## config.mk

```make
export PLATFORM = sky130hd
export DESIGN_NAME = load_store_queue
export DESIGN_NICKNAME = d
export VERILOG_FILES = /design/src/verilog/core_types_pkg.sv /design/src/verilog/mem_types_pkg.sv /design/src/verilog/load_store_queue.sv
export VERILOG_INCLUDE_DIRS = /design/src /design/src/verilog
export SDC_FILE = /design/constraint.sdc
export NUM_CORES = 2
export LEC_CHECK = 0
export ABC_CLOCK_PERIOD_IN_PS = 7200
export BUFFER_PORTS_ARGS = -buffer_cell sky130_fd_sc_hd__buf_2
export CORE_MARGIN = 8
export CORE_UTILIZATION = 30
export CTS_CLUSTER_SIZE = 14
export DETAILED_ROUTE_END_ITERATION = 8
export GPL_TIMING_DRIVEN = 0
export HOLD_SLACK_MARGIN = 0.15
export PLACE_DENSITY_LB_ADDON = 0.3
export SLEW_MARGIN = 30
export SYNTH_ARGS = -nofsm -noshare
export SYNTH_HDL_FRONTEND = slang
export SYNTH_SLANG_ARGS = --single-unit
```

## constraint.sdc

```tcl
create_clock -name clk -period 7.2 [get_ports clk]
set_input_delay 0.36 -clock clk [delete_from_list [all_inputs] [get_ports clk]]
set_output_delay 0.36 -clock clk [all_outputs]
set_load 0.005 [all_outputs]
```

## src/verilog/lsq_settings.svh

```systemverilog
`ifndef LSQ_SETTINGS_SVH
`define LSQ_SETTINGS_SVH

// queue entries as a power of two so the pointers wrap on their own
`define LSQ_DEPTH 8

// result slots on the common data bus each cycle
`define NUM_CDB 2

// rob tag width where tag 0 marks an operand that is already known
`define TAG_WIDTH 4

// data and address width
`define DATA_WIDTH 32

// data memory size in words
`define MEM_WORDS 256

// resolved stores waiting for memory as a power of two
`define SB_DEPTH 4

`endif

```

## src/verilog/core_types_pkg.sv

```systemverilog
`default_nettype none

`include "lsq_settings.svh"

package core_types_pkg;

    typedef logic [`TAG_WIDTH-1:0] tag_t;

    typedef enum logic {
        op_load,
        op_store
    } lsq_op_e;

    // one broadcast on the common data bus
    typedef struct packed {
        logic                   valid;
        tag_t                   tag;
        logic [`DATA_WIDTH-1:0] value;
    } cdb_slot_t;

    typedef cdb_slot_t [`NUM_CDB-1:0] cdb_t;

    // qj/vj hold the base, qk/vk the store data
    typedef struct packed {
        lsq_op_e                op;
        tag_t                   tag;
        tag_t                   qj;
        logic [`DATA_WIDTH-1:0] vj;
        tag_t                   qk;
        logic [`DATA_WIDTH-1:0] vk;
        logic [`DATA_WIDTH-1:0] offset;
    } lsq_entry_t;

    typedef struct packed {
        logic                   valid;
        tag_t                   tag;
        logic [`DATA_WIDTH-1:0] value;
    } result_t;

endpackage

`default_nettype wire

```

## src/verilog/mem_types_pkg.sv

```systemverilog
`default_nettype none

`include "lsq_settings.svh"

package mem_types_pkg;

    // index of a word in data memory
    typedef logic [$clog2(`MEM_WORDS)-1:0] word_addr_t;

    typedef struct packed {
        logic                   valid;
        logic                   write;
        word_addr_t             addr;
        logic [`DATA_WIDTH-1:0] wdata;
    } mem_req_t;

    // store with address already resolved
    typedef struct packed {
        word_addr_t             addr;
        logic [`DATA_WIDTH-1:0] data;
    } store_rec_t;

    // whose access was granted last cycle
    typedef enum logic [1:0] {
        owner_none,
        owner_load,
        owner_store
    } mem_owner_e;

endpackage

`default_nettype wire

```

## src/verilog/load_store_queue.sv

```systemverilog
`timescale 1ns/1ps
`default_nettype none

`include "lsq_settings.svh"

module load_store_queue (
    input  logic                         clk,
    input  logic                         reset,
    input  logic                         flush,
    input  logic                         load,
    input  core_types_pkg::lsq_entry_t   lsq_entry,
    input  core_types_pkg::cdb_t         cdb,
    input  logic                         sb_empty,
    input  logic                         sb_full,
    input  logic                         grant,
    input  logic                         rdata_valid,
    input  logic [`DATA_WIDTH-1:0]       rdata,
    output logic                         sb_push,
    output mem_types_pkg::store_rec_t    sb_rec,
    output mem_types_pkg::mem_req_t      mem_req,
    output core_types_pkg::result_t      load_res,
    output core_types_pkg::result_t      store_res,
    output logic                         full
);

    import core_types_pkg::*;
    import mem_types_pkg::*;

    localparam int PTR_W = $clog2(`LSQ_DEPTH);
    localparam int CNT_W = PTR_W + 1;

    typedef enum logic {
        ld_idle,
        ld_wait
    } ld_state_e;

    lsq_entry_t             entries [`LSQ_DEPTH];
    lsq_entry_t             head_entry;
    logic [PTR_W-1:0]       head;
    logic [PTR_W-1:0]       tail;
    logic [CNT_W-1:0]       count;
    ld_state_e              ld_state;
    logic [`DATA_WIDTH-1:0] eff_addr;
    logic                   head_valid;
    logic                   accept;
    logic                   store_go;
    logic                   load_ready;
    logic                   load_done;
    logic                   pop;

    // fill any operand whose tag is on the bus this cycle
    function automatic lsq_entry_t snoop(input lsq_entry_t e, input cdb_t bus);
        lsq_entry_t r;
        r = e;
        for (int s = 0; s < `NUM_CDB; s++) begin
            if (bus[s].valid && bus[s].tag != '0) begin
                if (e.qj == bus[s].tag) begin
                    r.qj = '0;
                    r.vj = bus[s].value;
                end
                if (e.qk == bus[s].tag) begin
                    r.qk = '0;
                    r.vk = bus[s].value;
                end
            end
        end
        return r;
    endfunction

    assign head_entry = entries[head];
    assign head_valid = (count != '0);
    assign full       = (count == CNT_W'(`LSQ_DEPTH));
    assign accept     = load && !full && !flush;
    assign eff_addr   = head_entry.vj + head_entry.offset;

    // store needs base and data, and room in the store buffer
    assign store_go = head_valid && head_entry.op == op_store &&
                      head_entry.qj == '0 && head_entry.qk == '0 &&
                      !sb_full && !flush;

    // loads wait for the buffer to drain so older stores are in memory
    assign load_ready = head_valid && head_entry.op == op_load &&
                        head_entry.qj == '0 && sb_empty && ld_state == ld_idle;

    assign load_done = (ld_state == ld_wait) && rdata_valid && !flush;
    assign pop       = store_go || load_done;

    assign sb_push     = store_go;
    assign sb_rec.addr = word_addr_t'(eff_addr >> 2);
    assign sb_rec.data = head_entry.vk;

    always_comb begin
        mem_req       = '0;
        mem_req.valid = load_ready;
        mem_req.write = 1'b0;
        mem_req.addr  = word_addr_t'(eff_addr >> 2);
    end

    // dispatch write overrides the snoop of the same slot
    always_ff @(posedge clk) begin
        for (int i = 0; i < `LSQ_DEPTH; i++) begin
            entries[i] <= snoop(entries[i], cdb);
        end
        if (accept) begin
            entries[tail] <= snoop(lsq_entry, cdb);
        end
    end

    always_ff @(posedge clk) begin
        if (reset || flush) begin
            head  <= '0;
            tail  <= '0;
            count <= '0;
        end else begin
            if (accept) begin
                tail <= tail + 1'b1;
            end
            if (pop) begin
                head <= head + 1'b1;
            end
            count <= count + CNT_W'(accept) - CNT_W'(pop);
        end
    end

    // load fsm waits for the word after its read is granted
    always_ff @(posedge clk) begin
        if (reset || flush) begin
            ld_state <= ld_idle;
        end else begin
            case (ld_state)
                ld_idle: begin
                    if (load_ready && grant) begin
                        ld_state <= ld_wait;
                    end
                end
                ld_wait: begin
                    if (rdata_valid) begin
                        ld_state <= ld_idle;
                    end
                end
                default: ld_state <= ld_idle;
            endcase
        end
    end

    always_ff @(posedge clk) begin
        if (reset) begin
            store_res <= '0;
            load_res  <= '0;
        end else begin
            store_res.valid <= store_go;
            store_res.tag   <= head_entry.tag;
            store_res.value <= eff_addr;
            load_res.valid  <= load_done;
            load_res.tag    <= head_entry.tag;
            load_res.value  <= rdata;
        end
    end

endmodule

`default_nettype wire

```

**Word level (Yosys, flattened, before mapping)**

Memory sizes are Yosys's and may differ from the RTL's. A register that Yosys moved wholly into a read port is not among the register bits.
Index checks and enable logic that the tools add are counted.
Widths: inputs -> output; s select.

- Flip-flop bits (word level): 81
- Memory bits (writable): 872
- Input port bits: 223
- Output and inout port bits: 158
- Logic and storage cells: 142
- Memories kept: 1

- Add/subtract/negate cells: 5
- Eq/ne operators: 37
- Multiplexer cells: 62
- Bitwise operators: 2
- Reduce and logical (&&, ||, !) cells: 26

Memories:

| name | words | width | rd ports | clocked after memory_dff | wr ports | RTL line | source |
|---|---|---|---|---|---|---|---|
| entries | 8 | 109 | 9 | 1 | 9 | load_store_queue.sv:37 | `` lsq_entry_t entries [`LSQ_DEPTH]; `` |

Operators by type and width:

| operator | count |
|---|---|
| $mux 72 | 19 |
| $mux 36 | 36 |
| $eq 4x4->1 | 36 |
| $add 32x32->32 | 1 |
| $logic_and 1x1->1 | 16 |
| $reduce_bool 4->1 | 3 |
| $logic_not 4->1 | 2 |
| $add 3x1->3 const B | 2 |
| $mux 3 | 2 |
| $add 4x1->4 | 1 |
| $eq 4x4->1 const B | 1 |
| $mux 1 | 4 |
| $sub 4x1->4 | 1 |
| $logic_not 1->1 | 3 |
| $logic_or 1x1->1 | 2 |
| $not 1->1 | 2 |
| $pmux 1 s2 | 1 |

**Logic depth before layout (Yosys ltp)**

- Depth after elaboration: 9
- Depth in mapped cells: 16
- Mapped depth without buffers: 13

**Least setup slack after synthesis**

OpenSTA, ideal clock, no wires.

- Path type: reg-to-reg
- From: register (tool-made name)
- To: register store_res[28] (netlist name)
- Setup time: 0.121 ns
- Arrival: 4.160 ns
- Data required time: 7.079 ns
- Setup slack: 2.919 ns
- Cell stages (with the launch flop): 15
- Buffers on the path: 4
- Clock period less this slack: 4.281 ns
- Cells stage by stage: dfxtp_1 > clkbuf_1 > buf_1 > clkbuf_1 > clkbuf_1 > mux4_2 > mux2_2 > ha_1 > fa_1 > a21o_1 > a31o_2 > and2_1 > a32o_1 > o31ai_1 > mux2_2

RTL lines:

| item | RTL line | source |
|---|---|---|
| end: declaration | load_store_queue.sv:22 | `output core_types_pkg::result_t store_res,` |

==> key figures <==
Timing
  • Highest clock rate: 152 MHz
  • Shortest clock period the worst path allows after layout: 6.56 ns
  • Final-layout worst hold slack: 0.177 ns
  • Setup repair after global routing missed its margin: no
  • Worst rel slew slack: 0.227
  • Final worst clock skew: 0.0540 ns
  • Actual slew at the worst max-slew pin: 1.16 ns
  • Final-layout setup total negative slack: 0 ns
  • Final count of pins violating max slew: 0
  • Final Hold Fails: 0
  • Final critical-path share of the clock period: 0.912
  • Count of final setup violators: 0

GRT
  • Maximum number of pins on one net before global-route repair: 31
  • Number of global-route vias before repair: 43,600
  • Initial antenna violation count: 15
  • Global-route congestion overflow total: 0
  • Global Route Usage Sum: 0.228
  • First-pass GRT wire length: 315,000 um

Clock network
  • Max Buffers Root-to-Sink: 3
  • Deepest level of the CTS H-tree: 3
  • Worst-Skew Late Latency: 0.76 ns
  • CTS sink cnt: 956
  • CTS tree: built
  • Clock transition at path regs: 0.06 ns
  • Num CTS Buffers: 108
  • Clock tree root driver cell: sky130_fd_sc_hd__clkbuf_16
  • Post-cts sizing count: 0

Synth
  • Leading cell types by total area after synthesis: sky130_fd_sc_hd__dfxtp_1 (25%), sky130_fd_sc_hd__edfxtp_1 (17%), sky130_fd_sc_hd__mux2i_1 (10%), sky130_fd_sc_hd__mux4_2 (8.6%), sky130_fd_sc_hd__a211o_1 (8.6%)
  • Multiplexer share of the synthesized area: 0.247
  • Leading cell type by number of instances after synthesis: sky130_fd_sc_hd__dfxtp_1
  • Fraction of registers with async set or reset after synthesis: 0
  • Leading register cell type out of synthesis: sky130_fd_sc_hd__dfxtp_1
  • Number of enable-type register cells in the synthesized netlist: 296
  • Post-synthesis sequential area ratio: 0.422
  • Number of different library cells in the post-synthesis netlist: 71
  • Post-synthesis adder-cell area fraction: 0.0101
  • Synthesis warning total: 0
  • Combined area of all synthesized cells: 52,400 um^2
  • Syn avg cell area: 10.7 um^2
  • Post-synthesis xor/xnor area fraction: 0.0276
  • Largest area contributor in the synthesized netlist: sky130_fd_sc_hd__dfxtp_1
  • Top cell types by occurrence after synthesis: sky130_fd_sc_hd__dfxtp_1 (660), sky130_fd_sc_hd__nor2_1 (568), sky130_fd_sc_hd__mux2i_1 (528)
  • Main combinational cell family by area after synthesis: multiplexers
  • Proportion of netlist area held by the largest area contributor: 0.252
  • Post-synthesis register bit count: 956
  • Fraction of the mapped netlist area in simple logic gates: 0.0748
  • Post-synthesis cell count: 4,882
  • Compound-gate portion of the synthesized area: 0.161

Cells and area
  • Number of fill cells: 17,400
  • Combined area of the multi-input logic cells: 27,500 um^2
  • Area overhead of the layout relative to synthesis: 18.2%
  • Net count of the finished layout: 5,691
  • Sequential standard cell area: 22,100 um^2
  • Fraction of layout cells with a size suffix above 1: 0.208

Pwr
  • Relative contribution of the clock network to total power: 0.316
  • Switch Pwr: 5440 uW
  • Leakage: 0.0236 uW
  • Combinational share of power: 0.274
  • Internal power contribution: 12,700 uW
  • Switching share of total power: 0.300
  • Sequential power share: 0.409
  • Power after layout: 18,200 uW
  • VDD IR-drop max: 0.000195 V
  • Power density normalized to cell area: 293 nW/um^2

Floorplanning
  • Chip height: 434 um
  • Width of the die: 434 um
  • Standard-cell row count: 153
  • Top-level I/O count: 381
  • Core area: 174,000 um^2
  • Total die area: 188,000 um^2
  • Starting Density: 0.302

Drt
  • First-pass DRT Iterations: 6
  • Number of nets with antenna violations after detailed routing: 0
  • Total wirelength of the detailed-routed design: 225,000 um
  • Number of DRC violations after detailed-routing iteration 0: 5,125
  • Via-per-instance ratio: 5.64
  • Vias after detailed routing: 44,300
  • Number of remaining DRC errors: 0
  • Post-detailed-route wirelength per cell: 28.6 um

Place
  • Detailed Place HPWL: 162,000 um
  • Number of I/O port buffers: 275
  • Last weighted congestion value of the routability-driven placer: 0.974

Hold path
  • Worst Min Path Start: lsq_entry[59]
  • Class of the tightest hold or removal check: input pin to register

Setup path
  • Worst stage delay on the critical path: 0.60 ns
  • CP endpoint kind: output pin
  • Cell type group with the largest total delay on the critical path: buffers and inverters
  • Setup CP Type: register to output pin
  • Worst EP required: 6.84 ns
  • Total buffers and inverters traversed by the critical path: 6
  • Worst-path cell chain: clkbuf_1 > buf_2 > clkbuf_2 > clkbuf_2 > mux4_2 > mux2_2 > ha_1 > a21o_1 > and4_1 > o21a_1 > o31a_1 > or4_1 > nand3_1 > buf_4 > buf_2
  • Nature of the critical path startpoint: register
  • Max Fanout on Critical Path: 10
  • Crit path DAT: 6.20 ns
  • Cell type of the slowest stage on the worst timing path: sky130_fd_sc_hd__clkbuf_2

Run
  • Max-capacitance violation count: 0

Run status
  • Run status: finished clean
-- area by class of cell --
class,count,share of cell area
Buffer,606,0.0472
Inverter,22,0.00133
Antenna cell,10,0.000404
Tap cell,2325,0.0470
Clock buffer,148,0.0485
Timing Repair Buffer,403,0.0445
Clock inverter,54,0.00995
Sequential cell,956,0.357
Multi-Input combinational cell,3330,0.444
-- kinds of logic (layout without fill, tap and decap cells) --
| logic type | after synthesis | after routing |
|---|---|---|
| xor+xnor | 165 | 165 |
| other cells | 1 | 43 |
| compound gates | 1244 | 1244 |
| mux | 951 | 951 |
| flops | 956 | 956 |
| simple gates | 896 | 896 |
| buf+inv | 628 | 1233 |
| fa+ha+maj | 41 | 41 |
-- placed cells by master, fill, tap and decap left out, types with 113 or more instances in the layout --
cell                            Yosys  routed
sky130_fd_sc_hd__dfxtp_1          660     660
sky130_fd_sc_hd__nor2_1           568     561
sky130_fd_sc_hd__mux2i_1          528     524
sky130_fd_sc_hd__a211o_1          516     516
sky130_fd_sc_hd__o21ai_1          401     401
sky130_fd_sc_hd__buf_2             92     369
sky130_fd_sc_hd__clkbuf_1         323     328
sky130_fd_sc_hd__edfxtp_1         296     296
sky130_fd_sc_hd__mux4_2           201     201
sky130_fd_sc_hd__o21ai_0          171     171
sky130_fd_sc_hd__mux2_2           163     163
sky130_fd_sc_hd__buf_4            117     117
sky130_fd_sc_hd__dlygate4sd3_1      0     113
-- power by group through the flow --
stage          combinational (uW)  sequential, uW  clock (uW)
3_3_place_gp                 4770            7460           0
3_5_place_dp                 4890            7500           0
4_1_cts                      4950            7390        5800
2_1_floorplan                3610            7290           0
5_1_grt                      5410            7520        6000
6_report                     4980            7430        5740
-- metrics by stage --
stage,cells,utilization,setup slack [ns],instance area [um^2]
final,7854,0.356,0.636,61900
after floorplan,4914,-,2.92,52500
after CTS,7843,0.356,0.712,61800
after global routing,7848,0.356,0.572,61900
after detailed placement,7528,0.329,1.13,57100
after global placement,7514,0.327,0.0415,56800
-- worst reg2reg max path: cells and delay by family (launching register included) --
kind,cells,cell delay [ns]
adders and majority gates,1,0.30
AOI/OAI and AO/OA,3,1.17
buffers and inverters,6,2.91
DFF,1,0.30
muxes,3,1.20
and+or+nand+nor,1,0.27
-- registers in the layout (all words and copies together), names as in the netlist, named ones only --
signal / flops
count: 4
entries: 872
head: 3
ld_state: 1
load_res: 33
store_res: 37
tail: 3
-- repair_timing --
item / in CTS / in global routing
buffers inserted: 0 / 0
endpoints found under the hold margin: 620 / 0
hold buffers: 113 / 0
-- per-layer routing --
layer,track usage,share of wire
met5,0,0.000089
met4,0.143,0.070
met3,0.0515,0.095
met2,0.357,0.45
met1,0.283,0.39
-- final timing paths --
| check | end | slack [ns] | depth (start not counted) |
|---|---|---|---|
| min reg2reg | load_res[36] | 0.49 | 2 |
| min | entries[6][59] | 0.18 | 4 |
| max | mem_req[39] | 0.64 | 15 |
| max reg2reg | store_res[25] | 0.91 | 14 |
No activity file was read; power rests on OpenSTA's default activity.
