**config.mk**
```make
export PLATFORM = sky130hd
export DESIGN_NAME = mem_arbiter
export DESIGN_NICKNAME = d
export VERILOG_FILES = /design/src/verilog/mem_types_pkg.sv /design/src/verilog/mem_arbiter.sv
export VERILOG_INCLUDE_DIRS = /design/src /design/src/verilog
export SDC_FILE = /design/constraint.sdc
export NUM_CORES = 1
export LEC_CHECK = 0
export ABC_CLOCK_PERIOD_IN_PS = 2100
export BUFFER_PORTS_ARGS = -buffer_cell sky130_fd_sc_hd__buf_2
export CORE_AREA = 2 2 75 77
export DETAILED_ROUTE_END_ITERATION = 10
export DIE_AREA = 0 0 77 79
export GPL_TIMING_DRIVEN = 0
export PLACE_DENSITY_LB_ADDON = 0.08
export RECOVER_POWER = 100
export SLEW_MARGIN = 25
export SYNTH_ARGS = -nofsm -noshare
export SYNTH_HDL_FRONTEND = slang
export SYNTH_SLANG_ARGS = --single-unit
```
**constraint.sdc**
```tcl
create_clock -name clk -period 2.1 [get_ports clk]
set_input_delay 0.42 -clock clk [delete_from_list [all_inputs] [get_ports clk]]
set_output_delay 0.42 -clock clk [all_outputs]
set_load 0.02 [all_outputs]
```
**src/verilog/lsq_settings.svh**
```systemverilog
`ifndef LSQ_SETTINGS_SVH
`define LSQ_SETTINGS_SVH

// queue entries as a power of two so the pointers wrap on their own
`define LSQ_DEPTH 8

// result slots on the common data bus each cycle
`define NUM_CDB 2

// rob tag width where tag 0 marks an operand that is already known
`define TAG_WIDTH 4

// data and address width
`define DATA_WIDTH 32

// data memory size in words
`define MEM_WORDS 256

// resolved stores waiting for memory as a power of two
`define SB_DEPTH 4

`endif

```
**src/verilog/mem_types_pkg.sv**
```systemverilog
`default_nettype none

`include "lsq_settings.svh"

package mem_types_pkg;

    // index of a word in data memory
    typedef logic [$clog2(`MEM_WORDS)-1:0] word_addr_t;

    typedef struct packed {
        logic                   valid;
        logic                   write;
        word_addr_t             addr;
        logic [`DATA_WIDTH-1:0] wdata;
    } mem_req_t;

    // store with address already resolved
    typedef struct packed {
        word_addr_t             addr;
        logic [`DATA_WIDTH-1:0] data;
    } store_rec_t;

    // whose access was granted last cycle
    typedef enum logic [1:0] {
        owner_none,
        owner_load,
        owner_store
    } mem_owner_e;

endpackage

`default_nettype wire

```
**src/verilog/mem_arbiter.sv**
```systemverilog
`timescale 1ns/1ps
`default_nettype none

`include "lsq_settings.svh"

module mem_arbiter (
    input  logic                    clk,
    input  logic                    reset,
    input  mem_types_pkg::mem_req_t load_req,
    input  mem_types_pkg::mem_req_t store_req,
    output logic                    load_grant,
    output logic                    store_grant,
    output mem_types_pkg::mem_req_t mem_req,
    input  logic [`DATA_WIDTH-1:0]  mem_rdata,
    output logic [`DATA_WIDTH-1:0]  rdata,
    output logic                    rdata_valid
);

    import mem_types_pkg::*;

    mem_owner_e owner;

    // loads have fixed priority over the store buffer
    assign load_grant  = load_req.valid;
    assign store_grant = store_req.valid && !load_req.valid;

    always_comb begin
        if (load_grant) begin
            mem_req = load_req;
        end else if (store_grant) begin
            mem_req = store_req;
        end else begin
            mem_req = '0;
        end
    end

    // owner of the registered read data in the next cycle
    always_ff @(posedge clk) begin
        if (reset) begin
            owner <= owner_none;
        end else if (load_grant) begin
            owner <= owner_load;
        end else if (store_grant) begin
            owner <= owner_store;
        end else begin
            owner <= owner_none;
        end
    end

    assign rdata_valid = (owner == owner_load);
    assign rdata       = mem_rdata;

endmodule

`default_nettype wire

```
After elaboration in Yosys (flattened, before gate mapping)

Index checks and enable logic that the tools add are counted.

Multiplexer cells: 4
Reductions and logical operators: 3
Eq/ne operators: 1

Operator list:

| kind                                                | count |
|---|---|
| 2-to-1 mux 42 bit                                   | 2 |
| equality test 2 x 1 -> 1 bit, second input constant | 1 |
| 2-to-1 mux 2 bit                                    | 1 |
| OR reduction 2 bit                                  | 1 |
| logical AND 1 bit                                   | 1 |
| zero test 1 bit                                     | 1 |
| 2-to-1 mux 1 bit                                    | 1 |

Logic and storage cells: 10
Output and inout bits: 77
Flip-flop bits (word level): 2
Input port bits: 118

Longest topological paths before layout

Gate-level depths: netlist (run 1).

Depth after elaboration: 4
Gate-level depth with buffers: 5
Depth with buffers taken out: 2

Worst setup path after synthesis (run 1)

OpenSTA, ideal clock, no wires.

Path kind: input -> output
From: input port load_req[41] in the netlist's numbering
To: output port mem_req[31] in the netlist's numbering
Data arrival time: 1133 ps
Stages on the path: 5
Setup slack: 547 ps
Cell sequence: buf_6 > nor2b_4 > buf_6 > buf_6 > a22o_1

RTL lines:

| item            | RTL line          | RTL |
|---|---|---|
| start, declared | mem_arbiter.sv:9  | `input mem_types_pkg::mem_req_t load_req,` |
| end, declared   | mem_arbiter.sv:13 | `output mem_types_pkg::mem_req_t mem_req,` |

==> results_dict.tcl, run 1 <==
set metrics [dict create \
    maxSlewHeadroom_pct 71.7 \
    avgSynthCellArea_um2 8.47 \
    synthesis.nets 209 \
    ioPinCount 195 \
    max_clock_freq_mhz 562 \
    setup_viol 0 \
    ys_seq_area_share_pct 5.19 \
    postCtsSetupRepairBufs 0 \
    avgRoutedWirePerCell_um 11.6 \
    vias 1269 \
    synthCells 91 \
    diodes 0 \
    post-route-drc-count 0 \
    worst-setup-path-type "in -> out" \
    synthDistinctLibCells 10 \
    tns_ns 0 \
    cp-end-kind "primary output" \
    synth.area.top_cells "a22o_1 (47%), buf_4 (32%), buf_6 (8.8%), dfxtp_1 (5.2%), nor2b_4 (1.8%)" \
    core-area_um2 5340 \
    switching_share_pct 42.4 \
    p_seq_share_pct 6.7 \
    drv_slew 0 \
    area_growth_pct 109 \
    crit_buf_inv 3 \
    synth_top_area_cell "a22o_1" \
    grt_use_total_pct 11.1 \
    cts_buffers 3 \
    hpwl_mm 3.27 \
    die_area_um2 6080 \
    cts.path.max_buffers 2 \
    cp_slowest_cell "clkbuf_1" \
    min_period_ns 1.78 \
    clockPowerShare_pct 24.6 \
    grt_max_degree 11 \
    yosysWarnings 0 \
    fp.dieW_um 77 \
    synth-seq-cells 2 \
    arrival_ns 1.36 \
    power_density_nw_per_um2 376 \
    largest_reg_flops 2 \
    critPathRequiredTime_ns 1.68 \
    clk_pin_slew_ns 0.03 \
    cts_root_buf "clkbuf_8" \
    htree_levels 1 \
    io_buffer_count 161 \
    drtPass1Iterations 3 \
    fin_nets 375 \
    tritoncts "yes" \
    yosysTopAreaCellShare_pct 46.6 \
    startpoint_type "input port" \
    vias_per_cell 3.88 \
    min_path_type "in -> reg" \
    switchingPower_mw 0.257 \
    core.rowCount 27 \
    die_y_um 79 \
    grt_pass1_vias 1178 \
    grt_pass1_wl_mm 5.60 \
    grt-ovfl-total 0 \
    pwr-share-comb_pct 68.7 \
    ant_nets 0 \
    top_register "owner" \
    antenna_found_initial 0 \
    fin_crit_sh_pct 84.7 \
    clock_sinks 2 \
    max-cap-violations 0 \
    drt_wl_total_mm 3.80 \
    cts_hold_buffers 0 \
    vdd_drop_max_uv 201 \
    cp_top_family "buffers and inverters" \
    gp_congestion 0.696 \
    status "finished, final reports clean" \
    synth_area_um2 771 \
    drtIter0Drc 21 \
    drive_above_1_share_pct 49.8 \
    cp_max_fo 10 \
    leakage_nw 0.829 \
    crit_chain "buf_6 > clkbuf_1 > a22o_1 > clkbuf_1" \
    internal_power_mw 0.349 \
    top_regs "owner (2)" \
    fin_total_pwr_mw 0.606 \
    slowest_delay_ns 0.35 \
    start_util_pct 14.4 \
    hold_viol 0 \
    cts-resized-gates 0 \
    worstMarginPinSlew_ns 0.424 \
    cpMostUsedCell "clkbuf_1" \
    rsz0062_at_grt "no" \
]
[worst paths after layout]
check / start / end / cells past startpoint
max: load_req[41] / mem_req[25] / 4
min: reset / owner[0]$_SDFF_PP0_ / 2
[per-layer routing]
layer	wire length, um	GRT usage, %	up-vias
met5	0	0	-
met4	0	0.536	0
met1	1250	12.0	533
li1	-	-	641
met3	528	4.89	0
met2	2020	21.1	95
[placed cells by master, fill, tap and decap left out, drive strengths merged]
cell,Yosys,routed
and2b,1,1
dfxtp,2,2
buf,40,123
a22o,41,41
nor2b,3,3
clkbuf,3,84
or2,1,1
[cells by family after synthesis]
family,after synthesis,share of synthesized area [%]
buffers and inverters,43,43.0
AND/OR/NAND/NOR,5,5.20
flip-flops,2,5.20
AO/OA/AOI/OAI,41,46.6
[power groups by stage]
stage               clock network [mW]  logic (mW)  registers [mW]
finish                           0.149       0.417          0.0405
detailed placement                   0       0.444          0.0410
floorplan                            0       0.270          0.0408
global placement                     0       0.446          0.0409
global route                     0.158       0.450          0.0407
CTS                              0.154       0.446          0.0405
[through the flow]
step                util, %  hold WS (ns)  setup WS (ns)  std cells  area, um^2
floorplan                 -         0.492          0.547         91         771
global placement       31.2         0.594          0.368        324        1670
detailed placement     31.2         0.601          0.390        324        1670
CTS                    32.0         0.383          0.383        327        1710
global route           30.2         0.392          0.196        327        1610
finish                 30.2         0.383          0.321        327        1610
[cell type report]
type | count | area, um^2
flip-flops and latches | 2 | 40.0
plain buffers | 43 | 330
well taps | 72 | 90.1
fillers | 637 | 3730
clock buffers | 3 | 41.3
repair buffers | 161 | 709
multi-input cells | 46 | 399
[cells in the mapped netlist]
cell type,number
or2_1,1
nor2b_1,2
a22o_1,41
dfxtp_1,2
and2b_1,1
nor2b_4,1
buf_4,33
buf_2,1
clkbuf_1,3
buf_6,6
(Power assumes the default switching activity.)
==> run 2, diff against run 1 <==
ABC_CLOCK_PERIOD_IN_PS = 1700   (was 2100)
CORE_AREA = 2 2 76 78   (was 2 2 75 77)
DIE_AREA = 0 0 78 80   (was 0 0 77 79)
clock period = 1.7 ns   (was 2.1 ns; I/O delays follow)
==> results_dict.tcl, run 2 (synthesis gave the netlist of run 1 again) <==
set metrics [dict create \
    rsz0062_at_grt "no" \
    power_density_nw_per_um2 464 \
    htree_levels 1 \
    setup_viol 0 \
    min_path_type "in -> reg" \
    worstMarginPinSlew_ns 0.434 \
    grt_pass1_vias 1192 \
    cpMostUsedCell "clkbuf_1" \
    grt-ovfl-total 0 \
    seq_area_um2 40.0 \
    vias 1291 \
    place_ws_ns 0.167 \
    cp-end-kind "primary output" \
    fin_nets 375 \
    arrival_ns 1.27 \
    setup_slack_ns 0.0949 \
    drt_wl_total_mm 4.03 \
    io_buffer_count 161 \
    fillers 638 \
    drtIter0Drc 29 \
    avgRoutedWirePerCell_um 12.3 \
    crit_chain "buf_6 > clkbuf_1 > a22o_1 > clkbuf_1" \
    startpoint_type "input port" \
    diodes 0 \
    grt_use_total_pct 10.9 \
    max-cap-violations 0 \
    vias_per_cell 3.95 \
    drv_slew 0 \
    use_met3_pct 3.96 \
    fp.dieW_um 78 \
    slowest_delay_ns 0.36 \
    cts-resized-gates 0 \
    fin_area_um2 1640 \
    top_register "owner" \
    critPathRequiredTime_ns 1.36 \
    mostFrequentLayoutCell "buf_2" \
    antenna_found_initial 0 \
    cts_root_buf "clkbuf_8" \
    grt_pass1_wl_mm 5.44 \
    max_clock_freq_mhz 623 \
    core-area_um2 5410 \
    stdcell_count 327 \
    clk_pin_slew_ns 0.03 \
    met2_usage_pct 21.2 \
    status "finished, final reports clean" \
    start_util_pct 14.3 \
    postPlaceCellArea_um2 1670 \
    area_growth_pct 113 \
    hold_slack_ns 0.301 \
    postLayoutCoreUtil_pct 30.3 \
    min_period_ns 1.61 \
    cts_buffers 3 \
    tritoncts "yes" \
    fin_total_pwr_mw 0.760 \
    drive_above_1_share_pct 59.2 \
    cp_max_fo 10 \
    ant_nets 0 \
    largest_reg_flops 2 \
    grt.busiest_layer "met2" \
    gp_congestion 0.690 \
    fin_crit_sh_pct 94.4 \
    die_y_um 80 \
    maxSlewHeadroom_pct 71.0 \
    cp_slowest_cell "clkbuf_1" \
    hold_viol 0 \
    cts.path.max_buffers 2 \
    post-route-drc-count 0 \
    drtPass1Iterations 4 \
    leakage_nw 0.904 \
    vdd_drop_max_uv 195 \
    clock_sinks 2 \
    tns_ns 0 \
    worst-setup-path-type "in -> out" \
    ioPinCount 195 \
    multi_input_area_um2 399 \
    crit_buf_inv 3 \
    grt_max_degree 11 \
    top_regs "owner (2)" \
    hpwl_mm 3.51 \
    cts_hold_buffers 0 \
    core.rowCount 27 \
    grt_use_met1_pct 11.0 \
    cp_top_family "buffers and inverters" \
    place_inst 324 \
    die_area_um2 6240 \
    layout_common_cells "buf_2 (85), clkbuf_1 (57), a22o_1 (41)" \
    postCtsSetupRepairBufs 0 \
]
## run 2: where the power goes
group	internal (mW)	total (mW)	leakage, nW	switching [mW]
clock	0.149	0.183	0.0216	0.0335
sequential	0.0496	0.0500	0.0166	0.000438
combinational	0.243	0.527	0.866	0.285
## run 2: final timing paths
path | startpoint | endpoint | slack, ns | cells past startpoint
setup / recovery | load_req[41] | mem_req[27] | 0.09 | 4
hold / removal | reset | owner[0]$_SDFF_PP0_ | 0.30 | 2
## run 2: final cells by class
class | count | area share, %
Buffer | 43 | 20.2
Clock buffer | 3 | 2.52
Multi-Input combinational cell | 46 | 24.3
Sequential cell | 2 | 2.44
Tap cell | 72 | 5.49
Timing Repair Buffer | 161 | 45.0
## run 2: routing by layer
metal,vias up,part of all wire [%]
li1,640,-
met1,551,33
met2,98,53
met3,2,14
met4,0,0.67
met5,-,0
==> run 3, diff against run 2 <==
==> constraint.sdc (replaced) <==
create_clock -name clk -period 1.7 [get_ports clk]
set_input_delay 0.085 -clock clk [delete_from_list [all_inputs] [get_ports clk]]
set_output_delay 0.085 -clock clk [all_outputs]
set_load 0.02 [all_outputs]
==> results_dict.tcl, run 3 (synthesis gave the netlist of run 1 again) <==
set metrics [dict create \
    status "finished, final reports clean" \
    gp_congestion 0.690 \
    crit_chain "buf_6 > nor2b_4 > buf_6 > clkbuf_1 > a22o_1 > buf_2" \
    cp_top_family "buffers and inverters" \
    avgRoutedWirePerCell_um 12.4 \
    worstMarginPinSlew_ns 0.479 \
    postCtsSetupRepairBufs 0 \
    io_buffer_count 161 \
    grt_max_degree 11 \
    ant_nets 0 \
    tns_ns 0 \
    drtIter0Drc 39 \
    maxSlewHeadroom_pct 68.1 \
    drive_above_1_share_pct 52.5 \
    top_regs "owner (2)" \
    drt_wl_total_mm 4.04 \
    mostFrequentLayoutCell "buf_2" \
    setup_viol 0 \
    core.rowCount 27 \
    max-cap-violations 0 \
    fin_crit_sh_pct 74.7 \
    grt-ovfl-total 0 \
    cts_root_buf "clkbuf_8" \
    rsz0062_at_grt "no" \
    clk_pin_slew_ns 0.03 \
    cts_buffers 3 \
    cp_slowest_cell "clkbuf_1" \
    hpwl_mm 3.51 \
    core-area_um2 5410 \
    fillers 656 \
    worst-setup-path-type "in -> out" \
    diodes 0 \
    arrival_ns 1.18 \
    cts_hold_buffers 0 \
    tritoncts "yes" \
    stdcell_count 327 \
    htree_levels 1 \
    post-route-drc-count 0 \
    seq_area_um2 40.0 \
    cts-resized-gates 0 \
    power_density_nw_per_um2 466 \
    cts.path.max_buffers 2 \
    ioPinCount 195 \
    startpoint_type "input port" \
    min_period_ns 1.27 \
    crit_buf_inv 4 \
    vias_per_cell 3.96 \
    grt_pass1_wl_mm 5.44 \
    fin_nets 375 \
    min_path_type "in -> reg" \
    antenna_found_initial 0 \
    die_area_um2 6240 \
    grt_use_total_pct 10.9 \
    drv_slew 0 \
    top_register "owner" \
    cp_max_fo 10 \
    hold_viol 0 \
    drtPass1Iterations 4 \
    area_growth_pct 109 \
    largest_reg_flops 2 \
    fp.dieW_um 78 \
    leakage_nw 0.851 \
    clock_sinks 2 \
    multi_input_area_um2 399 \
    vdd_drop_max_uv 196 \
    die_y_um 80 \
    place_inst 324 \
    cp-end-kind "primary output" \
    vias 1296 \
    start_util_pct 14.3 \
    layout_common_cells "buf_2 (92), clkbuf_1 (74), a22o_1 (41)" \
    critPathRequiredTime_ns 1.62 \
    max_clock_freq_mhz 788 \
    slowest_delay_ns 0.39 \
    cpMostUsedCell "buf_6" \
    grt_pass1_vias 1192 \
]
[run 3: where the power goes]
group	switching, mW	internal [mW]	leakage [nW]
Combinational	0.284	0.234	0.813
Clock	0.0335	0.149	0.0216
Sequential	0.000430	0.0496	0.0166
Total	0.318	0.433	0.851
[run 3: cell type report]
cell class | instances | area share (%)
Buffer | 43 | 20.0
Timing Repair Buffer | 161 | 44.6
Sequential cell | 2 | 2.48
Clock buffer | 3 | 2.56
Multi-Input combinational cell | 46 | 24.7
Tap cell | 72 | 5.59
[run 3: final timing paths]
check,depth (start not counted),startpoint,to
worst max-delay path,6,load_req[41],mem_req[36]
worst min-delay path,2,reset,owner[0]$_SDFF_PP0_
[run 3: per-stage QoR]
step           setup slack [ns]  total power, mW  utilization (%)  hold slack [ns]  area (um^2)
2_1_floorplan             0.817            0.384                -            0.157          771
3_3_place_gp              0.651            0.602             30.8            0.256         1670
3_5_place_dp              0.677            0.601             30.8            0.259         1670
4_1_cts                   0.667            0.793             31.6           0.0442         1710
5_1_grt                   0.313            0.800             29.8           0.0637         1610
6_report                  0.431            0.751             29.8           0.0502         1610
[run 3: layer usage]
| metal | global-route usage [%] | part of all wire (%) | vias to the layer above |
|---|---|---|---|
| li1 | - | - | 640 |
| met4 | 2.28 | 0.67 | 0 |
| met2 | 21.2 | 53 | 98 |
| met1 | 11.0 | 33 | 556 |
| met5 | 0 | 0 | - |
| met3 | 3.96 | 14 | 2 |
