**src/verilog/lsq_settings.svh**
```systemverilog
`ifndef LSQ_SETTINGS_SVH
`define LSQ_SETTINGS_SVH

// queue entries as a power of two so the pointers wrap on their own
`define LSQ_DEPTH 8

// result slots on the common data bus each cycle
`define NUM_CDB 2

// rob tag width where tag 0 marks an operand that is already known
`define TAG_WIDTH 4

// data and address width
`define DATA_WIDTH 32

// data memory size in words
`define MEM_WORDS 256

// resolved stores waiting for memory as a power of two
`define SB_DEPTH 4

`endif

```
**src/verilog/mem_types_pkg.sv**
```systemverilog
`default_nettype none

`include "lsq_settings.svh"

package mem_types_pkg;

    // index of a word in data memory
    typedef logic [$clog2(`MEM_WORDS)-1:0] word_addr_t;

    typedef struct packed {
        logic                   valid;
        logic                   write;
        word_addr_t             addr;
        logic [`DATA_WIDTH-1:0] wdata;
    } mem_req_t;

    // store with address already resolved
    typedef struct packed {
        word_addr_t             addr;
        logic [`DATA_WIDTH-1:0] data;
    } store_rec_t;

    // whose access was granted last cycle
    typedef enum logic [1:0] {
        owner_none,
        owner_load,
        owner_store
    } mem_owner_e;

endpackage

`default_nettype wire

```
**src/verilog/store_buffer.sv**
```systemverilog
`timescale 1ns/1ps
`default_nettype none

`include "lsq_settings.svh"

module store_buffer (
    input  logic                      clk,
    input  logic                      reset,
    input  logic                      push,
    input  mem_types_pkg::store_rec_t rec_in,
    input  logic                      grant,
    output mem_types_pkg::mem_req_t   mem_req,
    output logic                      empty,
    output logic                      full
);

    import mem_types_pkg::*;

    localparam int PTR_W = $clog2(`SB_DEPTH);
    localparam int CNT_W = PTR_W + 1;

    store_rec_t       recs [`SB_DEPTH];
    store_rec_t       oldest;
    logic [PTR_W-1:0] rd_ptr;
    logic [PTR_W-1:0] wr_ptr;
    logic [CNT_W-1:0] count;
    logic             wr_en;
    logic             rd_en;

    assign empty  = (count == '0);
    assign full   = (count == CNT_W'(`SB_DEPTH));
    assign wr_en  = push && !full;
    assign rd_en  = grant && !empty;
    assign oldest = recs[rd_ptr];

    // oldest store keeps asking for the memory until granted
    assign mem_req.valid = !empty;
    assign mem_req.write = 1'b1;
    assign mem_req.addr  = oldest.addr;
    assign mem_req.wdata = oldest.data;

    always_ff @(posedge clk) begin
        if (wr_en) begin
            recs[wr_ptr] <= rec_in;
        end
    end

    always_ff @(posedge clk) begin
        if (reset) begin
            rd_ptr <= '0;
            wr_ptr <= '0;
            count  <= '0;
        end else begin
            if (wr_en) begin
                wr_ptr <= wr_ptr + 1'b1;
            end
            if (rd_en) begin
                rd_ptr <= rd_ptr + 1'b1;
            end
            count <= count + CNT_W'(wr_en) - CNT_W'(rd_en);
        end
    end

endmodule

`default_nettype wire

```
**config.mk**
```make
export PLATFORM = sky130hd
export DESIGN_NAME = store_buffer
export DESIGN_NICKNAME = d
export VERILOG_FILES = /design/src/verilog/mem_types_pkg.sv /design/src/verilog/store_buffer.sv
export VERILOG_INCLUDE_DIRS = /design/src /design/src/verilog
export SDC_FILE = /design/constraint.sdc
export NUM_CORES = 1
export LEC_CHECK = 0
export ABC_AREA = 1
export BUFFER_PORTS_ARGS = -buffer_cell sky130_fd_sc_hd__buf_4
export CAP_MARGIN = 20
export CORE_MARGIN = 2
export CORE_UTILIZATION = 32
export CTS_BUF_LIST = sky130_fd_sc_hd__clkbuf_8
export DETAILED_ROUTE_END_ITERATION = 7
export SKIP_LAST_GASP = 1
export SYNTH_ARGS = -nofsm -noshare
export SYNTH_HDL_FRONTEND = slang
export SYNTH_SLANG_ARGS = --single-unit
```
**constraint.sdc**
```tcl
create_clock -name clk -period 7.95 [get_ports clk]
set_clock_uncertainty 0.1 [all_clocks]
set_input_delay 0.3975 -clock clk [delete_from_list [all_inputs] [get_ports clk]]
set_output_delay 0.3975 -clock clk [all_outputs]
set_load 0.03 [all_outputs]
```
* Word-level counts from Yosys, hierarchy flattened *
Memory sizes are Yosys's and may differ from the RTL's. A register that Yosys moved wholly into a read port is not among the register bits.
Index checks and enable logic that the tools add are counted.

word-level totals
  memories = 1
  output and inout port bits = 44
  input port bits = 44
  RAM bits = 160
  bits in registers = 7
  word-level logic and storage cells = 18

memory list
  name  depth  width  rd ports  clocked after Yosys merged registers in  write ports  line                source
  recs  4      40     1         1                                        1            store_buffer.sv:22  store_rec_t recs [`SB_DEPTH];

operators by class
  add/sub/neg operators = 4
  eq/ne operators = 1
  muxes and demuxes = 4
  reduce and logical (&&, ||, !) cells = 5

operators with widths
  kind                                          number
  adder 2 x 1 -> 2 bit (second input constant)  2
  two-way mux 2 bit                             2
  adder 3 x 1 -> 3 bit                          1
  equality test 3 bit (second input constant)   1
  logical NOT 3 bit                             1
  subtractor 3 x 1 -> 3 bit                     1
  logical AND 1 bit                             2
  logical NOT 1 bit                             2
  two-way mux 1 bit                             2

* Longest topological paths before layout *
Gate-level depths: netlist (run 1).

  word-level depth = 5
  depth in mapped cells = 11

* Least setup slack after synthesis (run 1) *
No wires, ideal clock.

  path type = flip-flop to flip-flop
  start = reg count[1]
  end = mem recs[0][0] (netlist bit), enable pin
  path slack = 5,072 ps
  cell stages (with the launch flop) = 5
  buffers on the path = 0
  setup time = 437 ps
  arrival time = 2,341 ps
  data required time = 7,413 ps
  cells stage by stage = dfxtp_1 > nor2_1 > nand2_1 > nand2_1 > nor2_1

on the way
  longest elaborated chain between the ends = 5

RTL lines
  element                                  line                source
  start: declaration                       store_buffer.sv:26  logic [CNT_W-1:0] count;
  start signal: assignment                 store_buffer.sv:60  count <= count + CNT_W'(wr_en) - CNT_W'(rd_en);
  equality test 3 bit                      store_buffer.sv:31  assign full = (count == CNT_W'(`SB_DEPTH));
  logical NOT 1 bit                        store_buffer.sv:32  assign wr_en = push && !full;
  logical AND 1 bit                        store_buffer.sv:32
  two-way mux 1 bit                        store_buffer.sv:43  if (wr_en) begin
  two-way mux 1 bit (not written as such)  store_buffer.sv:44  recs[wr_ptr] <= rec_in;
  end: declaration                         store_buffer.sv:22

No other way between the ends.

==> impl_metrics.ini, run 1 <==
[run_status]
status = completed

[yosys]
synth_top_family_by_area = compound AO/OA/AOI/OAI gates
synth_commonest_cells = edfxtp_1 (160), nor2_1 (94), o21ai_0 (40), o22ai_1 (40), o21ai_1 (38)
synth.most_common_cell = edfxtp_1
synth.area.top_cells = edfxtp_1 (73%), nor2_1 (5.4%), o22ai_1 (3.8%)
syn-num-nets = 509
synthCells = 458
yosysWarnings = 0
synth_edf_count = 160
synth-compound-area-share_pct = 10.4
postSynth.asyncResetShare_pct = 0
ys.flop_type = edfxtp_1
synth_largest_area_cell = edfxtp_1
synthAdderAreaFrac_pct = 1.45
syn_area_mm2 = 0.00655
synth_xor_area_share_pct = 0
synth_simple_gate_area_share_pct = 6.38
syn-mean-instance-area_um2 = 14.3
synthMuxAreaShare_pct = 0
synth.top_cell.area_share_pct = 73.4
synth_seq_cells = 169
synth.distinct_cells = 20
ys_seq_area_share_pct = 76.1

[clock_tree]
cts_sinks = 169
clk_pin_slew_ns = 0.08
numCtsBuffers = 17
cts_resized = 0
holdBufCountCts = 0
clockBufferDepth = 2
h-tree-depth = 4
cts_setup_buffers = 0
cts_tree = built
insertion_delay_ns = 0.44
root_buffer = clkbuf_8

[routing]
wl_per_cell_um = 16.5
post-route-drc-count = 0
routed_wirelength_mm = 13.6
via_per_inst = 4.71
ant_nets = 0
firstDrtPassIters = 4
drtIter0Drc = 228
vias = 3874

[critical_path]
timing.rr.start = count[1]
critPathMaxFanout = 41
critPathArrivalTime_ns = 2.45
crit_path_end_kind = primary output
ff2ff_path_depth = 5
crit_required_ns = 7.45
start_kind = flop
r2r_slack_ns = 5.54
worst-setup-path-type = reg -> out
r2r-end = recs[3][11]

[timing]
worst_pin_slew_ns = 0.901
maxSlewHeadroom_pct = 39.9
min_period_ns = 2.94
maxSlewViolCount = 0
max_freq_ghz = 0.340
hold_viol = 0
fin_crit_sh_pct = 37.0
setup_viol = 0
rsz0062_at_grt = no
finalWorstSetupSlack_ns = 5.01
fin_setup_tns_ns = 0

[global_route]
grt_pass1_vias = 3921
grt_use_total_pct = 12.8
grt_start_max_net_pins = 82
grt_pass1_wl_mm = 20.7
antenna_found_initial = 0
grt_overflow = 0

[placed_design]
dp_hpwl_mm = 8.02
dp_cells = 792
post-place-ws_ns = 5.42
gp_congestion = 0.678
dpl_cell_area_mm2 = 0.00732
io_buffers = 86

[worst_hold_path]
hp-class = in -> reg
whs_path_depth = 2
hold_path_end = count[1]
min_from = reset

[pwr]
max-vdd-ir-drop_mv = 0.137
p_per_area_mw_per_mm2 = 317
p_leak_nw = 2.70
total_power_mw = 2.43

[layout]
final_layout_size_suffix_gt1_share_pct = 22.8
finalNonFillerCells = 823
diodes = 0
finalNetCount = 592
syn_to_final_growth_pct = 16.9
final_area_mm2 = 0.00765

[die]
core_area_mm2 = 0.0202
initial_core_util_pct = 32.5
fp.dieArea_mm2 = 0.0216
boundaryPins = 88
die_height_um = 147
num_rows = 52
die_x_um = 147

[job]
maxCapViolCount = 0
critical path, stage by stage, from the launching register on:
cell     delay (ns)
dfxtp_2        0.87
inv_2          0.58
o21ai_1        0.23
o22ai_1        0.13
buf_4          0.19
placed cells by master (no fill, tap or decap):
| cell | Yosys | routed |
|---|---|---|
| a21oi_1 | 5 | 5 |
| buf_4 | 5 | 90 |
| bufinv_16 | 0 | 1 |
| clkbuf_8 | 0 | 17 |
| clkinv_1 | 0 | 1 |
| clkinv_2 | 0 | 6 |
| clkinv_4 | 0 | 1 |
| clkinvlp_4 | 0 | 1 |
| conb_1 | 1 | 1 |
| dfxtp_1 | 9 | 7 |
| dfxtp_2 | 0 | 1 |
| dfxtp_4 | 0 | 1 |
| edfxtp_1 | 160 | 160 |
| fa_1 | 1 | 1 |
| ha_1 | 6 | 6 |
| inv_1 | 19 | 22 |
| inv_12 | 1 | 1 |
| inv_2 | 0 | 1 |
| nand2_1 | 12 | 12 |
| nand3_1 | 4 | 4 |
| nor2_1 | 94 | 90 |
| nor2_4 | 0 | 4 |
| o21ai_0 | 40 | 40 |
| o21ai_1 | 38 | 38 |
| o21ai_2 | 2 | 2 |
| o22ai_1 | 40 | 40 |
cell families (layout without fill, tap and decap cells):
family	count (synthesis)	in the layout
flip-flops	169	169
AO/OA/AOI/OAI	125	125
AND/OR/NAND/NOR	110	110
buffers and inverters	46	141
adder cells (fa/ha/maj)	7	7
other	1	1
stage by stage:
stage / hold slack (ns) / util, %
after floorplan: 0.348 / -
after global placement: 0.363 / 36.3
after detailed placement: 0.389 / 36.3
after CTS: 0.00482 / 37.9
after global routing: 0.0000819 / 37.9
final: 0.0438 / 37.9
final cells by class:
cell class | instances | area [um2]
repair buffers | 90 | 676
multi-input cells | 243 | 1230
well taps | 270 | 338
flip-flops and latches | 169 | 4990
inverters | 20 | 87.6
clock inverters | 14 | 95.1
fillers | 1930 | 12500
clock buffers | 17 | 234
routing by layer:
metal / GRT usage [%] / wire length [um]
met5: 0 / 0
met3: 4.60 / 751
met1: 15.7 / 5880
met2: 21.1 / 6850
met4: 4.09 / 116
worst max path at each step:
stage,slack (ns),depth (start not counted),start,to
floorplan,5.07,4,count[1],recs[0][0]
global placement,5.45,4,flop,mem_req[22]
detailed placement,5.42,4,flop,mem_req[39]
CTS,4.92,4,flop,mem_req[39]
global route,4.80,4,flop,mem_req[12]
finish,5.01,4,flop,mem_req[5]
state kept, by name (all words and copies together) (netlist names), named ones only:
signal	flops
wr_ptr	2
rd_ptr	2
recs	160
count	3
report_power, final:
| part | internal, mW | total (mW) | leakage, nW | switching [mW] |
|---|---|---|---|---|
| clock | 0.236 | 0.514 | 0.187 | 0.278 |
| combinational | 0.244 | 0.753 | 0.971 | 0.509 |
| sequential | 1.08 | 1.16 | 1.54 | 0.0729 |
Power figures use the tool's default switching activity.
==> run 2: changes to the inputs <==
--- a/config.mk
+++ b/config.mk
@@ -6,7 +6,7 @@
 export SDC_FILE = /design/constraint.sdc
 export NUM_CORES = 1
 export LEC_CHECK = 0
-export ABC_AREA = 1
+export ABC_AREA = 0
 export BUFFER_PORTS_ARGS = -buffer_cell sky130_fd_sc_hd__buf_4
 export CAP_MARGIN = 20
 export CORE_MARGIN = 2
==> constraint.sdc (replaced) <==
create_clock -name clk -period 3 [get_ports clk]
set_clock_uncertainty 0.1 [all_clocks]
set_input_delay 0.15 -clock clk [delete_from_list [all_inputs] [get_ports clk]]
set_output_delay 0.15 -clock clk [all_outputs]
set_load 0.03 [all_outputs]
==> impl_metrics.ini, run 2 <==
[clock_tree]
cts_tree = built
h-tree-depth = 4
clk_pin_slew_ns = 0.08
cts_sinks = 169
root_buffer = clkbuf_8
cts_resized = 0
numCtsBuffers = 17
insertion_delay_ns = 0.44
clockBufferDepth = 2

[critical_path]
r2r-end = count[2]
timing.rr.start = count[2]
start_kind = flop
crit_start = count[2]
crit_end = count[2]
critPathMaxFanout = 6
r2r_slack_ns = 0.56
worst-setup-path-type = reg -> reg
crit_path_end_kind = flop
critPathArrivalTime_ns = 2.68
ff2ff_path_depth = 10
crit_required_ns = 3.25

[layout]
finalNonFillerCells = 683
diodes = 0
final_cell_mix = edfxtp_1 (160), buf_4 (88), dlygate4sd3_1 (43)
final_layout_size_suffix_gt1_share_pct = 40.7
syn_to_final_growth_pct = 29.5
largest_register = recs
finalNetCount = 458
fillCellCount = 1711
largest_reg_flops = 160
final_common_cell = edfxtp_1
top_regs = recs: 160 flops, count: 3 flops
fin_util_pct = 42.0

[timing]
rsz0062_at_grt = no
maxSlewHeadroom_pct = 54.4
hold_viol = 0
whs_ns = 0.0666
worst_pin_slew_ns = 0.684
setup_viol = 0
maxSlewViolCount = 0
fin_crit_sh_pct = 81.3
fin_setup_tns_ns = 0
min_period_ns = 2.44
max_freq_ghz = 0.410

[yosys]
synthCells = 263
synth.most_common_cell = edfxtp_1
syn_area_mm2 = 0.00626
postSynth.asyncResetShare_pct = 0
synth_commonest_cells = edfxtp_1 (160), mux4_2 (40), dfxtp_1 (9), inv_1 (9), ha_1 (6)
synth.top_cell.area_share_pct = 76.7
synth_largest_area_cell = edfxtp_1
ys.flop_type = edfxtp_1
syn-num-nets = 314
yosysWarnings = 0
synth_seq_cells = 169
syn-mean-instance-area_um2 = 23.8
synth.area.top_cells = edfxtp_1 (77%), mux4_2 (14%), dfxtp_1 (2.9%)
synth.distinct_cells = 26
synth_edf_count = 160
ys_seq_area_share_pct = 79.6

[routing]
vias = 2997
firstDrtPassIters = 4
wl_per_cell_um = 16.5
via_per_inst = 4.39
drtIter0Drc = 239
post-route-drc-count = 0
ant_nets = 0
routed_wirelength_mm = 11.3

[global_route]
grt_use_total_pct = 11.5
grt_pass1_wl_mm = 17.0
antenna_found_initial = 0
grt_overflow = 0
grt_pass1_vias = 3136
grt_start_max_net_pins = 24

[placed_design]
dp_hpwl_mm = 6.78
gp_congestion = 0.693
dp_cells = 610
io_buffers = 86

[pwr]
max-vdd-ir-drop_mv = 0.337
p_leak_nw = 2.76
p_per_area_mw_per_mm2 = 805

[worst_hold_path]
whs_path_depth = 4
min_from = push
hp-class = in -> reg

[job]
maxCapViolCount = 0

[run_status]
status = completed

[die]
die_height_um = 144
num_rows = 51
fp.dieArea_mm2 = 0.0207
die_x_um = 144
boundaryPins = 88
core_area_mm2 = 0.0193
initial_core_util_pct = 32.4
[run 2: cell count changes after synthesis, moves of 10 or more]
cell / change
o21ai_0: -38
mux4_2: +40
o22ai_1: -40
inv_1: -10
nand2_1: -11
nor2_1: -90
o21ai_1: -38
[run 2: timing repair]
action                    CTS  global route
setup buffers               0             0
hold buffers               43             0
hold endpoints to repair  169             0
[run 2: critical path, cell delays in order, from the launching register on]
cell and delay, ns:
dfxtp_1 0.41, nor3b_1 0.43, nor2_1 0.20, inv_1 0.09, ha_1 0.13, inv_1 0.04, ha_1 0.19, fa_1 0.37
xnor2_1 0.18, xnor2_1 0.14, nor2_1 0.05
[run 2: worst min path at each step]
stage	endpoint	slack [ns]
3_3_place_gp	recs[1][2]	0.25
4_1_cts	wr_ptr[1]	0.04
6_report	wr_ptr[1]	0.07
5_1_grt	wr_ptr[1]	0.08
2_1_floorplan	recs[0][0]	0.15
3_5_place_dp	recs[0][18]	0.25
[run 2: power breakdown]
part           switching (mW)  internal, mW
clock                   0.787         0.810
combinational            1.07         0.893
sequential              0.130          2.84
[run 2: area by class of cell]
type	count	area [um2]	share of cell area (%)
Multi-Input combinational cell	74	1170	14.4
Timing Repair Buffer	136	1200	14.8
Clock inverter	13	154	1.90
Clock buffer	17	234	2.88
Tap cell	265	332	4.09
Sequential cell	169	4990	61.5
Inverter	9	33.8	0.416
[run 2: logic make-up after synthesis]
family | count (synthesis) | synth area share, %
AOI/OAI and AO/OA | 5 | 0.440
xor gates and xnor gates | 3 | 0.420
adders and majority gates | 7 | 1.52
buffers and inverters | 20 | 1.74
DFF | 169 | 79.6
muxes | 41 | 14.5
other | 1 | 0.0599
and+or+nand+nor | 17 | 1.70
[run 2: metal layers]
metal / up-vias / global-route usage (%) / share of wire [%] / wire (um)
li1: 1363 / - / - / -
met1: 1555 / 14.2 / 43 / 4830
met2: 66 / 18.5 / 51 / 5700
met3: 13 / 4.07 / 5.1 / 571
met4: 0 / 4.33 / 1.4 / 155
met5: - / 0 / 0 / 0
[run 2: stage by stage]
step	cell area (um2)	power, mW	setup slack, ns
2_1_floorplan	6260	4.30	0.179
3_3_place_gp	7210	4.94	0.684
3_5_place_dp	7290	5.00	0.580
4_1_cts	8110	6.64	0.541
5_1_grt	8110	6.83	0.353
6_report	8110	6.53	0.562
